`src/aes_lane_pkg.sv`:
```
package aes_lane_pkg;

    //////////////////////////////////////////////////////////////////////
    // Cipher core payloads
    //////////////////////////////////////////////////////////////////////

    typedef logic [127:0] block_t;

    // 256-bit key mode only
    typedef logic [255:0] key_t;

    // BRAM words packed into one block, MSB word first
    localparam int WORDS_PER_BLOCK = 4;

    // Core number, up to four cores
    typedef logic [1:0] lane_idx_t;

endpackage

```
`src/aes_bram_pkg.sv`:
```
package aes_bram_pkg;

    //////////////////////////////////////////////////////////////////////
    // BRAM word and address
    //////////////////////////////////////////////////////////////////////

    typedef logic [31:0] word_t;
    typedef logic [31:0] addr_t;

    // Byte steps between words and between chunks
    localparam addr_t WORD_BYTES  = 32'd4;
    localparam addr_t CHUNK_BYTES = 32'd64;

    localparam int WORDS_PER_CHUNK = 16;

    // Word position within one chunk
    typedef logic [3:0] word_idx_t;

    // Chunk counts and status counters
    typedef logic [31:0] count_t;

endpackage
```
`src/aes_chunk_top.sv`:
```
`timescale 1ns/1ps

module aes_chunk_top #(
    parameter int N_LANES = 4
) (
    input  logic                                aes_clk,
    input  logic                                aes_rst_n,
    input  logic                                axi_start_aes,
    input  aes_bram_pkg::count_t                aes_num_chunks,
    input  aes_bram_pkg::addr_t                 aes_bram_addr_start,
    input  aes_bram_pkg::addr_t                 aes_bram_write_addr_start,
    input  aes_lane_pkg::key_t                  aes_key_input,
    input  logic                                bram_complete,
    input  aes_bram_pkg::word_t                 aes_bram_read_data,
    input  logic [N_LANES-1:0]                  core_ready,
    input  aes_lane_pkg::block_t [N_LANES-1:0]  core_result,
    output logic                                aes_start_read,
    output aes_bram_pkg::addr_t                 aes_bram_addr,
    output logic                                aes_start_write,
    output aes_bram_pkg::addr_t                 aes_bram_write_addr,
    output aes_bram_pkg::word_t                 aes_bram_write_data,
    output aes_lane_pkg::key_t                  core_key,
    output logic                                core_init,
    output logic [N_LANES-1:0]                  core_next,
    output aes_lane_pkg::block_t [N_LANES-1:0]  core_block,
    output logic                                aes_complete,
    output aes_bram_pkg::count_t                read_cycles,
    output aes_bram_pkg::count_t                key_wait_cycles,
    output aes_bram_pkg::count_t                cipher_cycles,
    output aes_bram_pkg::count_t                write_cycles
);

    logic                    capture_cfg;
    logic                    store_word;
    logic                    capture_results;
    logic                    reload_key;
    aes_bram_pkg::word_idx_t word_idx;
    aes_bram_pkg::count_t    chunk_total;
    aes_bram_pkg::addr_t     read_base_q;
    aes_bram_pkg::addr_t     write_base_q;

    // Cores see the live key, loaded only on core_init
    assign core_key = aes_key_input;

    aes_job_regs job_regs_inst (
        .aes_clk      (aes_clk),
        .aes_rst_n    (aes_rst_n),
        .capture      (capture_cfg),
        .num_chunks   (aes_num_chunks),
        .read_base    (aes_bram_addr_start),
        .write_base   (aes_bram_write_addr_start),
        .key          (aes_key_input),
        .chunk_total  (chunk_total),
        .read_base_q  (read_base_q),
        .write_base_q (write_base_q),
        .reload_key   (reload_key)
    );

    aes_chunk_seq #(.N_LANES(N_LANES)) chunk_seq_inst (
        .aes_clk          (aes_clk),
        .aes_rst_n        (aes_rst_n),
        .start            (axi_start_aes),
        .chunk_total      (chunk_total),
        .read_base        (read_base_q),
        .write_base       (write_base_q),
        .reload_key       (reload_key),
        .bram_complete    (bram_complete),
        .core_ready       (core_ready),
        .capture_cfg      (capture_cfg),
        .store_word       (store_word),
        .capture_results  (capture_results),
        .word_idx         (word_idx),
        .bram_start_read  (aes_start_read),
        .bram_start_write (aes_start_write),
        .bram_addr        (aes_bram_addr),
        .bram_write_addr  (aes_bram_write_addr),
        .core_init        (core_init),
        .core_next        (core_next),
        .aes_complete     (aes_complete),
        .read_cycles      (read_cycles),
        .key_wait_cycles  (key_wait_cycles),
        .cipher_cycles    (cipher_cycles),
        .write_cycles     (write_cycles)
    );

    aes_word_gather #(.N_LANES(N_LANES)) word_gather_inst (
        .aes_clk   (aes_clk),
        .aes_rst_n (aes_rst_n),
        .store     (store_word),
        .word_idx  (word_idx),
        .word      (aes_bram_read_data),
        .blocks    (core_block)
    );

    aes_word_scatter #(.N_LANES(N_LANES)) word_scatter_inst (
        .aes_clk   (aes_clk),
        .aes_rst_n (aes_rst_n),
        .capture   (capture_results),
        .results   (core_result),
        .word_idx  (word_idx),
        .word      (aes_bram_write_data)
    );

endmodule

```
`src/aes_chunk_seq.sv`:
```
`timescale 1ns/1ps

module aes_chunk_seq #(
    parameter int N_LANES = 4
) (
    input  logic                    aes_clk,
    input  logic                    aes_rst_n,
    input  logic                    start,
    input  aes_bram_pkg::count_t    chunk_total,
    input  aes_bram_pkg::addr_t     read_base,
    input  aes_bram_pkg::addr_t     write_base,
    input  logic                    reload_key,
    input  logic                    bram_complete,
    input  logic [N_LANES-1:0]      core_ready,
    output logic                    capture_cfg,
    output logic                    store_word,
    output logic                    capture_results,
    output aes_bram_pkg::word_idx_t word_idx,
    output logic                    bram_start_read,
    output logic                    bram_start_write,
    output aes_bram_pkg::addr_t     bram_addr,
    output aes_bram_pkg::addr_t     bram_write_addr,
    output logic                    core_init,
    output logic [N_LANES-1:0]      core_next,
    output logic                    aes_complete,
    output aes_bram_pkg::count_t    read_cycles,
    output aes_bram_pkg::count_t    key_wait_cycles,
    output aes_bram_pkg::count_t    cipher_cycles,
    output aes_bram_pkg::count_t    write_cycles
);

    localparam int CHUNK_WORDS = N_LANES * aes_lane_pkg::WORDS_PER_BLOCK;
    localparam aes_bram_pkg::word_idx_t LAST_WORD = aes_bram_pkg::word_idx_t'(CHUNK_WORDS - 1);
    // Scaled down from the full 16-word chunk when fewer cores are used
    localparam aes_bram_pkg::addr_t CHUNK_STEP = aes_bram_pkg::addr_t'(
        aes_bram_pkg::CHUNK_BYTES / aes_bram_pkg::WORDS_PER_CHUNK * CHUNK_WORDS);

    typedef enum logic [3:0] {
        S_IDLE,
        S_RD_REQ,
        S_RD_WAIT,
        S_RD_ADV,
        S_KEY,
        S_LAUNCH,
        S_CIPHER,
        S_WR_SEL,
        S_WR_REQ,
        S_WR_WAIT,
        S_WR_ADV
    } state_t;

    state_t               state;
    aes_bram_pkg::count_t chunk_no;
    aes_bram_pkg::addr_t  chunk_off;
    aes_bram_pkg::addr_t  word_off;
    logic                 key_due;
    logic                 all_ready;
    logic                 last_word;
    logic                 last_chunk;

    assign all_ready  = &core_ready;
    assign last_word  = (word_idx == LAST_WORD);
    assign last_chunk = ((chunk_no + 1'b1) == chunk_total);
    assign word_off   = aes_bram_pkg::addr_t'(word_idx) * aes_bram_pkg::WORD_BYTES;

    //////////////////////////////////////////////////////////////////////
    // Strobes decoded from the phase
    //////////////////////////////////////////////////////////////////////

    assign capture_cfg      = (state == S_IDLE) && start;
    assign store_word       = (state == S_RD_WAIT) && bram_complete;
    assign capture_results  = (state == S_CIPHER) && all_ready;
    assign bram_start_read  = (state == S_RD_REQ) || (state == S_RD_WAIT);
    assign bram_start_write = (state == S_WR_REQ) || (state == S_WR_WAIT);
    assign bram_addr        = read_base + chunk_off + word_off;
    assign bram_write_addr  = write_base + chunk_off + word_off;

    // Key schedule only once per job and only for a new key
    assign core_init = (state == S_KEY) && key_due && reload_key;
    assign core_next = {N_LANES{(state == S_LAUNCH) && all_ready}};

    //////////////////////////////////////////////////////////////////////
    // Phase machine and chunk loop
    //////////////////////////////////////////////////////////////////////

    always_ff @(posedge aes_clk) begin
        if (aes_rst_n) begin
            state        <= S_IDLE;
            word_idx     <= '0;
            chunk_no     <= '0;
            chunk_off    <= '0;
            key_due      <= 1'b0;
            aes_complete <= 1'b0;
        end else begin
            case (state)
                S_IDLE: begin
                    if (start) begin
                        state        <= S_RD_REQ;
                        word_idx     <= '0;
                        chunk_no     <= '0;
                        chunk_off    <= '0;
                        key_due      <= 1'b1;
                        aes_complete <= 1'b0;
                    end
                end
                S_RD_REQ: begin
                    state <= S_RD_WAIT;
                end
                S_RD_WAIT: begin
                    if (bram_complete) begin
                        state <= S_RD_ADV;
                    end
                end
                S_RD_ADV: begin
                    if (last_word) begin
                        word_idx <= '0;
                        state    <= S_KEY;
                    end else begin
                        word_idx <= word_idx + 1'b1;
                        state    <= S_RD_REQ;
                    end
                end
                S_KEY: begin
                    key_due <= 1'b0;
                    state   <= S_LAUNCH;
                end
                S_LAUNCH: begin
                    if (all_ready) begin
                        state <= S_CIPHER;
                    end
                end
                S_CIPHER: begin
                    if (all_ready) begin
                        state <= S_WR_SEL;
                    end
                end
                S_WR_SEL: begin
                    state <= S_WR_REQ;
                end
                S_WR_REQ: begin
                    state <= S_WR_WAIT;
                end
                S_WR_WAIT: begin
                    if (bram_complete) begin
                        state <= S_WR_ADV;
                    end
                end
                S_WR_ADV: begin
                    if (!last_word) begin
                        word_idx <= word_idx + 1'b1;
                        state    <= S_WR_SEL;
                    end else if (last_chunk) begin
                        word_idx     <= '0;
                        aes_complete <= 1'b1;
                        state        <= S_IDLE;
                    end else begin
                        word_idx  <= '0;
                        chunk_no  <= chunk_no + 1'b1;
                        chunk_off <= chunk_off + CHUNK_STEP;
                        state     <= S_RD_REQ;
                    end
                end
                default: begin
                    state <= S_IDLE;
                end
            endcase
        end
    end

    // Cumulative phase time since reset
    always_ff @(posedge aes_clk) begin
        if (aes_rst_n) begin
            read_cycles     <= '0;
            key_wait_cycles <= '0;
            cipher_cycles   <= '0;
            write_cycles    <= '0;
        end else begin
            case (state)
                S_RD_REQ, S_RD_WAIT, S_RD_ADV: read_cycles <= read_cycles + 1'b1;
                S_KEY, S_LAUNCH:               key_wait_cycles <= key_wait_cycles + 1'b1;
                S_CIPHER:                      cipher_cycles <= cipher_cycles + 1'b1;
                S_WR_SEL, S_WR_REQ, S_WR_WAIT, S_WR_ADV: write_cycles <= write_cycles + 1'b1;
                default: ;
            endcase
        end
    end

    a_req_exclusive: assert property (
        @(posedge aes_clk) disable iff (aes_rst_n)
        !(bram_start_read && bram_start_write)
    );

    // All cores launched together for exactly one cycle
    a_next_ready: assert property (
        @(posedge aes_clk) disable iff (aes_rst_n)
        (|core_next) |-> ((&core_ready) && (&core_next)) ##1 !(|core_next)
    );

endmodule

```
`src/aes_word_scatter.sv`:
```
`timescale 1ns/1ps

module aes_word_scatter #(
    parameter int N_LANES = 4
) (
    input  logic                                aes_clk,
    input  logic                                aes_rst_n,
    input  logic                                capture,
    input  aes_lane_pkg::block_t [N_LANES-1:0]  results,
    input  aes_bram_pkg::word_idx_t             word_idx,
    output aes_bram_pkg::word_t                 word
);

    localparam int WPB       = aes_lane_pkg::WORDS_PER_BLOCK;
    localparam int SUB_BITS  = $clog2(WPB);
    localparam int WORD_BITS = $bits(aes_bram_pkg::word_t);

    aes_lane_pkg::block_t [N_LANES-1:0] res_q;
    aes_lane_pkg::lane_idx_t            lane;
    logic [SUB_BITS-1:0]                sub;

    // All cores finish together, so take every lane at once
    always_ff @(posedge aes_clk) begin
        if (capture) begin
            res_q <= results;
        end
    end

    //////////////////////////////////////////////////////////////////////
    // Word select in BRAM order
    //////////////////////////////////////////////////////////////////////

    always_comb begin
        lane = aes_lane_pkg::lane_idx_t'(word_idx / WPB);
        sub  = word_idx[SUB_BITS-1:0];
        word = res_q[lane][(WPB - 1 - sub) * WORD_BITS +: WORD_BITS];
    end

    // Write pass always starts from word 0 of the chunk
    a_capture_at_first_word: assert property (
        @(posedge aes_clk) disable iff (aes_rst_n)
        capture |-> (word_idx == '0)
    );

endmodule

```
`src/aes_word_gather.sv`:
```
`timescale 1ns/1ps

module aes_word_gather #(
    parameter int N_LANES = 4
) (
    input  logic                                aes_clk,
    input  logic                                aes_rst_n,
    input  logic                                store,
    input  aes_bram_pkg::word_idx_t             word_idx,
    input  aes_bram_pkg::word_t                 word,
    output aes_lane_pkg::block_t [N_LANES-1:0]  blocks
);

    localparam int WPB         = aes_lane_pkg::WORDS_PER_BLOCK;
    localparam int CHUNK_WORDS = N_LANES * WPB;
    localparam int WORD_BITS   = $bits(aes_bram_pkg::word_t);

    aes_bram_pkg::word_t word_mem [CHUNK_WORDS];

    // Read data lands in the same cycle as the BRAM answer
    always_ff @(posedge aes_clk) begin
        if (store) begin
            word_mem[word_idx] <= word;
        end
    end

    //////////////////////////////////////////////////////////////////////
    // Regroup words into lane blocks
    //////////////////////////////////////////////////////////////////////

    // Lane l takes words 4l..4l+3, first word in the top bits
    always_comb begin
        for (int l = 0; l < N_LANES; l++) begin
            for (int w = 0; w < WPB; w++) begin
                blocks[l][(WPB - 1 - w) * WORD_BITS +: WORD_BITS] = word_mem[l * WPB + w];
            end
        end
    end

    // Sequencer must wrap its index at the chunk size
    a_store_in_chunk: assert property (
        @(posedge aes_clk) disable iff (aes_rst_n)
        store |-> (int'(word_idx) < CHUNK_WORDS)
    );

endmodule

```
`src/aes_job_regs.sv`:
```
`timescale 1ns/1ps

module aes_job_regs (
    input  logic                 aes_clk,
    input  logic                 aes_rst_n,
    input  logic                 capture,
    input  aes_bram_pkg::count_t num_chunks,
    input  aes_bram_pkg::addr_t  read_base,
    input  aes_bram_pkg::addr_t  write_base,
    input  aes_lane_pkg::key_t   key,
    output aes_bram_pkg::count_t chunk_total,
    output aes_bram_pkg::addr_t  read_base_q,
    output aes_bram_pkg::addr_t  write_base_q,
    output logic                 reload_key
);

    aes_lane_pkg::key_t key_q;
    logic               key_changed;

    // Zero stored key means nothing loaded since reset
    assign key_changed = (key != key_q) || (key_q == '0);

    always_ff @(posedge aes_clk) begin
        if (aes_rst_n) begin
            key_q       <= '0;
            reload_key  <= 1'b0;
            chunk_total <= '0;
        end else if (capture) begin
            reload_key <= key_changed;
            key_q      <= key;
            if (num_chunks == '0) begin
                chunk_total <= aes_bram_pkg::count_t'(1);
            end else begin
                chunk_total <= num_chunks;
            end
        end
    end

    // Base addresses for the whole job
    always_ff @(posedge aes_clk) begin
        if (capture) begin
            read_base_q  <= read_base;
            write_base_q <= write_base;
        end
    end

endmodule

```
`config.mk`:
```
export PLATFORM = sky130hd
export DESIGN_NAME = aes_chunk_top
export DESIGN_NICKNAME = d
export VERILOG_FILES = /design/src/aes_lane_pkg.sv /design/src/aes_bram_pkg.sv /design/src/aes_chunk_top.sv /design/src/aes_chunk_seq.sv /design/src/aes_word_scatter.sv /design/src/aes_word_gather.sv /design/src/aes_job_regs.sv
export SDC_FILE = /design/constraint.sdc
export NUM_CORES = 2
export LEC_CHECK = 0
export ABC_AREA = 1
export BUFFER_PORTS_ARGS = -buffer_cell sky130_fd_sc_hd__buf_2
export CELL_PAD_IN_SITES_DETAIL_PLACEMENT = 1
export CELL_PAD_IN_SITES_GLOBAL_PLACEMENT = 2
export CORE_AREA = 3 3 737 739
export DETAILED_ROUTE_END_ITERATION = 6
export DIE_AREA = 0 0 740 742
export PLACE_DENSITY = 0.46
export SLEW_MARGIN = 30
export SYNTH_ARGS = -nofsm -noshare
export SYNTH_HDL_FRONTEND = slang
export SYNTH_HIERARCHICAL = 1
export SYNTH_SLANG_ARGS = --single-unit
```
`constraint.sdc`:
```
create_clock -name aes_clk -period 59 [get_ports aes_clk]
set_clock_uncertainty 0.1 [all_clocks]
set_input_delay 17.7 -clock aes_clk [delete_from_list [all_inputs] [get_ports aes_clk]]
set_output_delay 17.7 -clock aes_clk [all_outputs]
set_load 0.02 [all_outputs]
```
After elaboration in Yosys (flattened, before gate mapping)
Memory sizes are Yosys's and may differ from the RTL's.
Index checks and enable logic that the tools add are counted.
{"block": "word_totals", "regBits": 1067, "ramBits": 512, "inputBits": 904, "out_inout_bits": 1000, "word_cells": 110, "memories": 1}
{"name": "word_gather_inst.word_mem", "depth": 16, "word_bits": 32, "rd": 16, "rd_clocked_by_memory_dff": 0, "write_ports": 1, "line_no": "aes_word_gather.sv:18", "source": "aes_bram_pkg::word_t word_mem [CHUNK_WORDS];"}
{"block": "op_classes", "add_sub_neg": 12, "order_cmp": 1, "n_eq_ne": 21, "shifts": 1, "mux": 30, "reduce_logical": 25}
{"op": "128-bit binary-select mux with 2-bit select", "n": 1}
{"op": "256-bit zero test", "n": 1}
{"op": "256-bit inequality test", "n": 1}
{"op": "32-bit two-way mux", "n": 6}
{"op": "32-bit by 1-bit adder with 32-bit output (second input constant)", "n": 5}
{"op": "128-bit two-way mux", "n": 1}
{"op": "32-bit case mux with 2 select lines", "n": 2}
{"op": "128-bit by 33-bit indexed part select with 32-bit output", "n": 1}
{"op": "32-bit adder", "n": 2}
{"op": "32-bit by 6-bit adder with 32-bit output", "n": 2}
{"op": "4-bit case mux with 11 select lines", "n": 1}
{"op": "32-bit by 7-bit adder with 32-bit output (second input constant)", "n": 1}
{"op": "32-bit == test", "n": 1}
{"op": "32-bit zero test", "n": 1}
{"op": "4-bit two-way mux", "n": 8}
{"op": "4-bit by 3-bit == test with 1-bit output (second input constant)", "n": 4}
{"op": "4-bit == test (second input constant)", "n": 4}
{"op": "4-bit AND reduction", "n": 3}
{"op": "4-bit by 2-bit == test with 1-bit output (second input constant)", "n": 2}
{"op": "2-bit by 1-bit inequality test with 1-bit output (second input constant)", "n": 4}
{"op": "2-bit inequality test (second input constant)", "n": 4}
{"op": "4-bit case mux with 2 select lines", "n": 1}
{"op": "1-bit two-way mux", "n": 7}
{"op": "1-bit logical AND", "n": 6}
{"op": "14 further kinds", "n": 21}

Longest topological paths before layout
{"block": "logic_depth", "depth_word": 5, "ltp_mapped": 19}

By module
Netlist, hierarchy kept.
{"mod": "aes_word_scatter", "instances": 1, "cells_per_inst": 2061, "area_each_um2": 21978.6, "seq_area_each_um2": 15374.7}
{"mod": "aes_job_regs", "instances": 1, "cells_per_inst": 2450, "area_each_um2": 16642.2, "seq_area_each_um2": 7707.4}
{"mod": "aes_word_gather", "instances": 1, "cells_per_inst": 541, "area_each_um2": 15487.4, "seq_area_each_um2": 15374.7}
{"mod": "aes_chunk_seq", "instances": 1, "cells_per_inst": 2282, "area_each_um2": 14736.6, "seq_area_each_um2": 3923.8}
{"mod": "aes_chunk_top", "instances": 1, "cells_per_inst": 256, "area_each_um2": 1921.8, "seq_area_each_um2": 0.0}

Worst setup path before layout
OpenSTA, ideal clock, no wires.
{"block": "synth_path", "path_type": "input port to flip-flop", "startpoint": "in core_ready[2]", "endpoint": "reg word_scatter_inst/res_q[0] in the netlist's numbering (enable)", "setup_ns": 1.399, "arrival_ns": 39.064, "t_required_ns": 57.501, "slack_ns": 18.438, "path_stages": 2, "path_buffers": 0, "cell_sequence": "nand4_1 -> nor2_1"}
{"block": "synth_via", "elab_chain_cells": 2}
{"item": "start: declaration", "line_no": "aes_chunk_top.sv:15", "source": "input logic [N_LANES-1:0] core_ready,"}
{"item": "4-bit AND reduction", "line_no": "aes_chunk_seq.sv:61", "source": "assign all_ready = &core_ready;"}
{"item": "1-bit logical AND", "line_no": "aes_chunk_seq.sv:72", "source": "assign capture_results = (state == S_CIPHER) && all_ready;"}
{"item": "named net capture_results", "line_no": "aes_chunk_top.sv:35", "source": "logic capture_results;"}
{"item": "end signal: assignment", "line_no": "aes_word_scatter.sv:25", "source": "res_q <= results;"}
{"item": "end: declaration", "line_no": "aes_word_scatter.sv:18", "source": "aes_lane_pkg::block_t [N_LANES-1:0] res_q;"}
The timed path passes the listed nets, and every way through them passes these cells.
A chain may end at the register's enable or synchronous reset.

Final worst setup path
{"block": "layout_path", "startpoint": "in core_ready[3]", "endpoint": "out core_next[0]"}
{"block": "layout_via", "elab_chain_cells": 2}
{"item": "4-bit AND reduction", "line_no": "aes_chunk_seq.sv:61"}
{"item": "1-bit logical AND", "line_no": "aes_chunk_seq.sv:80", "source": "assign core_next = {N_LANES{(state == S_LAUNCH) && all_ready}};"}
{"item": "end: declaration", "line_no": "aes_chunk_top.sv:24", "source": "output logic [N_LANES-1:0] core_next,"}
Every way passes these cells.

==> metrics.log <==
[metrics] layout overhead on the synthesized area: 32.8%
[metrics] Max Buffers Root-to-Sink: 4
[metrics] global-route wire length before repair: 615 mm
[metrics] Total Routed Length: 477 mm
[metrics] Async S/R FF share, synth: 0%
[metrics] run status: finished, final reports clean
[metrics] clock latency on the worst-skew pair: between 900 and 1000 ps
[metrics] peak fanout along the critical path: 4
[metrics] post-layout net count: 10,296
[metrics] fraction of synthesized cell area taken by the top area cell type: 46.2%
[metrics] worst setup path endpoint: core_next[0]
[metrics] via count of the first global-routing pass: 62,643
[metrics] count of yosys warnings during synthesis: 6
[metrics] starting DRC count in detailed routing: between 4,000 and 5,000
[metrics] most common library cell in the layout ignoring fill and taps: buf_2
[metrics] path class of the lowest-slack min-delay path: reg -> reg
[metrics] count of state elements after synthesis: around 1,600
[metrics] post-route insts no fill: 16,703
[metrics] antenna violations before repair: 260
[metrics] sequential standard cell area: about 0.042 mm2
[metrics] Final min period: 36,430 ps
[metrics] total area of multi-input combinational cells: roughly 0.022 mm2
[metrics] area of the mapped netlist: between 0.07 and 0.08 mm2
[metrics] clock slew seen by the registers of the worst setup and hold paths: approximately 60 ps
[metrics] height of the die: 742 um
[metrics] setup repair after global routing missed its margin: false
[metrics] Worst VDD drop: 0.0236 mV
[metrics] count of pins on the block boundary: 1,904
[metrics] worst path arrival time: 18,630 ps
[metrics] cells traversed along the worst timing path: buf_2 -> nand4_1 -> nor2_1 -> buf_2
[metrics] initial core utilization: 13.2%
[metrics] Critical Path Slowest Stage Cell: nor2_1
[metrics] global placer's final weighted congestion: 0.828
[metrics] count of nets left with antenna violations after detail routing: 0
[metrics] router iterations before antenna repair: 7
[metrics] transition time at the pin with the least slew margin: around 1100 ps
[metrics] tightest slew margin relative to the limit: 29.1%
[metrics] width of the die: 740 um
[metrics] origin of the critical flop-to-flop path: chunk_seq_inst/state[3]
[metrics] Worst Reg2Reg Path Length in Cells: 11
[metrics] total core area: 0.537 mm2
[metrics] number of levels in the clock H-tree: 4
[metrics] post-synthesis sequential area ratio: about three fifths
[metrics] average cell area after synthesis: approximately 9.3 um2
[metrics] hold bufs inserted after CTS: 0
[metrics] Max-Cap Viols: 0
[metrics] Cell Area, Placed: 0.0869 mm2
[metrics] summed negative setup slack over all endpoints: 0 ps
[metrics] area of the die: between 0.5 and 0.6 mm2
[metrics] Critical Setup Path Class: in -> out
[metrics] area leader, netlist: edfxtp_1
[metrics] delay of the slowest cell on the worst path: 360 ps
[metrics] required time of the critical path: around 41,000 ps
[metrics] number of enable-type register cells in the synthesized netlist: 1,088
[metrics] capture point of the worst reg-to-reg path: word_scatter_inst/res_q[386]
[metrics] setup violation total in the final timing report: 0
[metrics] crit path from: core_ready[3]
[metrics] fraction of final layout cells sized beyond drive strength 1: 25.0%
[metrics] areal power density over the cells: between 30 and 40 mW/mm2
[metrics] leftover overflow at the end of global routing: 0
[metrics] Post-CTS Setup Repair Bufs: 0
[metrics] number of port buffers: 1,903
[metrics] Static Leakage: 38.3 nW
[metrics] type of destination of the critical path: primary output
[metrics] cell occurring most often along the worst timing path: buf_2
[metrics] number of buffers inserted during clock tree synthesis: 212
[metrics] filler cell count in the final layout: 63,343
[metrics] Period Utilization, post-route: 61.7%
[metrics] Cells after DPL: around 16,000
[metrics] count of cells resized by post-cts repair: 0
[metrics] average vias per placed instance: 3.65
[metrics] post-synthesis cell type count: 52
[metrics] max-slew violation count: 0
[metrics] CTS tree: done
[metrics] highest-count cells in the layout ignoring fill and taps: buf_2, nand2_1, edfxtp_1
[metrics] total DRC errors in the routed layout: 0
[metrics] kind of launch point of the worst setup path: primary input
[metrics] routed vias: 60,891
[metrics] Post-DP HPWL: 389 mm
[metrics] post-route design area: approximately 0.094 mm2
[metrics] # rows: 269
[metrics] global routing usage summed across all routing layers: between 10% and 20%
[metrics] Fin. Hold Viols: 0
[metrics] Core Util, Final: 17.5%
[metrics] pin count of the biggest net entering global routing: 176
[metrics] post-layout power: 2.99 mW
[metrics] cell chosen for the clock root: clkbuf_16
[metrics] Post-synth top flop: edfxtp_1
[metrics] cells taking the most area after synthesis: edfxtp_1, dfxtp_1, nand2_1
[metrics] clock sink count: 1,573
[metrics] maximum clock rate: 27.5 MHz
[metrics] post-synthesis instance total: 7,590
[metrics] wire per inst: 28.5 um
[metrics] setup slack, reg-to-reg: 52,310 ps
==> metal layers <==
| metal | part of all wire [%] | wire (um) | global-route usage, % |
|---|---|---|---|
| met4 | 3.0 | 14500 | 4.49 |
| met2 | 50 | 240000 | 30.1 |
| met1 | 40 | 190000 | 19.4 |
| met5 | 0.28 | 1320 | 0 |
| met3 | 6.4 | 30700 | 4.33 |
==> metrics by stage <==
step	worst slack (ps)	hold slack [ps]
final	22570	364
after global routing	22510	376
after CTS	22590	365
after detailed placement	22590	355
after global placement	22570	345
after floorplan	18440	347
==> sequential cells by signal, indices dropped and copies added (netlist names) <==
name                            count
job_regs_inst/chunk_total          32
chunk_seq_inst/state                4
chunk_seq_inst/chunk_off           26
chunk_seq_inst/write_cycles        32
job_regs_inst/read_base_q          32
job_regs_inst/key_q               256
chunk_seq_inst/key_due              1
chunk_seq_inst/chunk_no            32
chunk_seq_inst/word_idx             4
word_gather_inst/word_mem         512
job_regs_inst/write_base_q         32
job_regs_inst/reload_key            1
word_scatter_inst/res_q           512
chunk_seq_inst/cipher_cycles       32
chunk_seq_inst/aes_complete         1
chunk_seq_inst/key_wait_cycles     32
chunk_seq_inst/read_cycles         32
==> layout make-up <==
type	instances	share of cell area (%)
repair buffers	1972	10.8
well taps	7181	9.56
multi-input cells	4532	23.0
inverters	978	3.94
diodes	75	0.200
clock inverters	112	1.27
clock buffers	280	6.12
flip-flops and latches	1573	45.1
==> worst min path at each step <==
stage | cells after the start | start | endpoint
6_report | 2 | chunk_seq_inst/aes_complete | chunk_seq_inst/aes_complete
2_1_floorplan | 2 | chunk_seq_inst/chunk_no[31] | chunk_seq_inst/chunk_no[31]
4_1_cts | 2 | chunk_seq_inst/aes_complete | chunk_seq_inst/aes_complete
3_5_place_dp | 2 | chunk_seq_inst/aes_complete | chunk_seq_inst/aes_complete
3_3_place_gp | 2 | chunk_seq_inst/aes_complete | chunk_seq_inst/aes_complete
5_1_grt | 2 | chunk_seq_inst/aes_complete | chunk_seq_inst/aes_complete
==> critical path, delay by kind of cell <==
kind | cells | cell delay (ps)
simple gates | 2 | 560
buf+inv | 2 | 360
==> cell families (layout without fill, tap and decap cells) <==
logic type      Yosys count  count (layout)  synth area share, %
simple gates           3230            3230                 18.8
flops                  1573            1573                 59.9
buf+inv                1486            3342                 9.79
compound gates         1037            1037                 7.57
xor+xnor                140             140                 1.73
fa+ha+maj               123             123                 2.17
other cells               1              77              0.00530
==> synthesized netlist by cell type (6+ instances only) <==
master    count
nand4_1      61
nand3b_1     13
a31oi_1       8
nand2_1    1737
nand3_1     561
o21a_1       14
nor4_1       27
clkbuf_1    122
buf_1        27
o22ai_1      11
xor2_1       87
dfxtp_1     485
buf_6        33
edfxtp_1   1088
buf_4       270
nor2_2       14
a21o_1        8
a21oi_1     445
o21ai_1       8
nor3_1       67
o21bai_1      6
nor3b_1       8
ha_1        123
inv_1       965
xnor2_1      53
nor2_1      724
buf_2        55
o21ai_0     516
inv_2         9
==> where the power goes <==
part	switching (mW)	internal, mW	total [mW]
sequential	0.0538	1.22	1.28
combinational	0.286	0.0981	0.384
clock	0.570	0.758	1.33
total	0.910	2.08	2.99
Power figures use the tool's default switching activity.
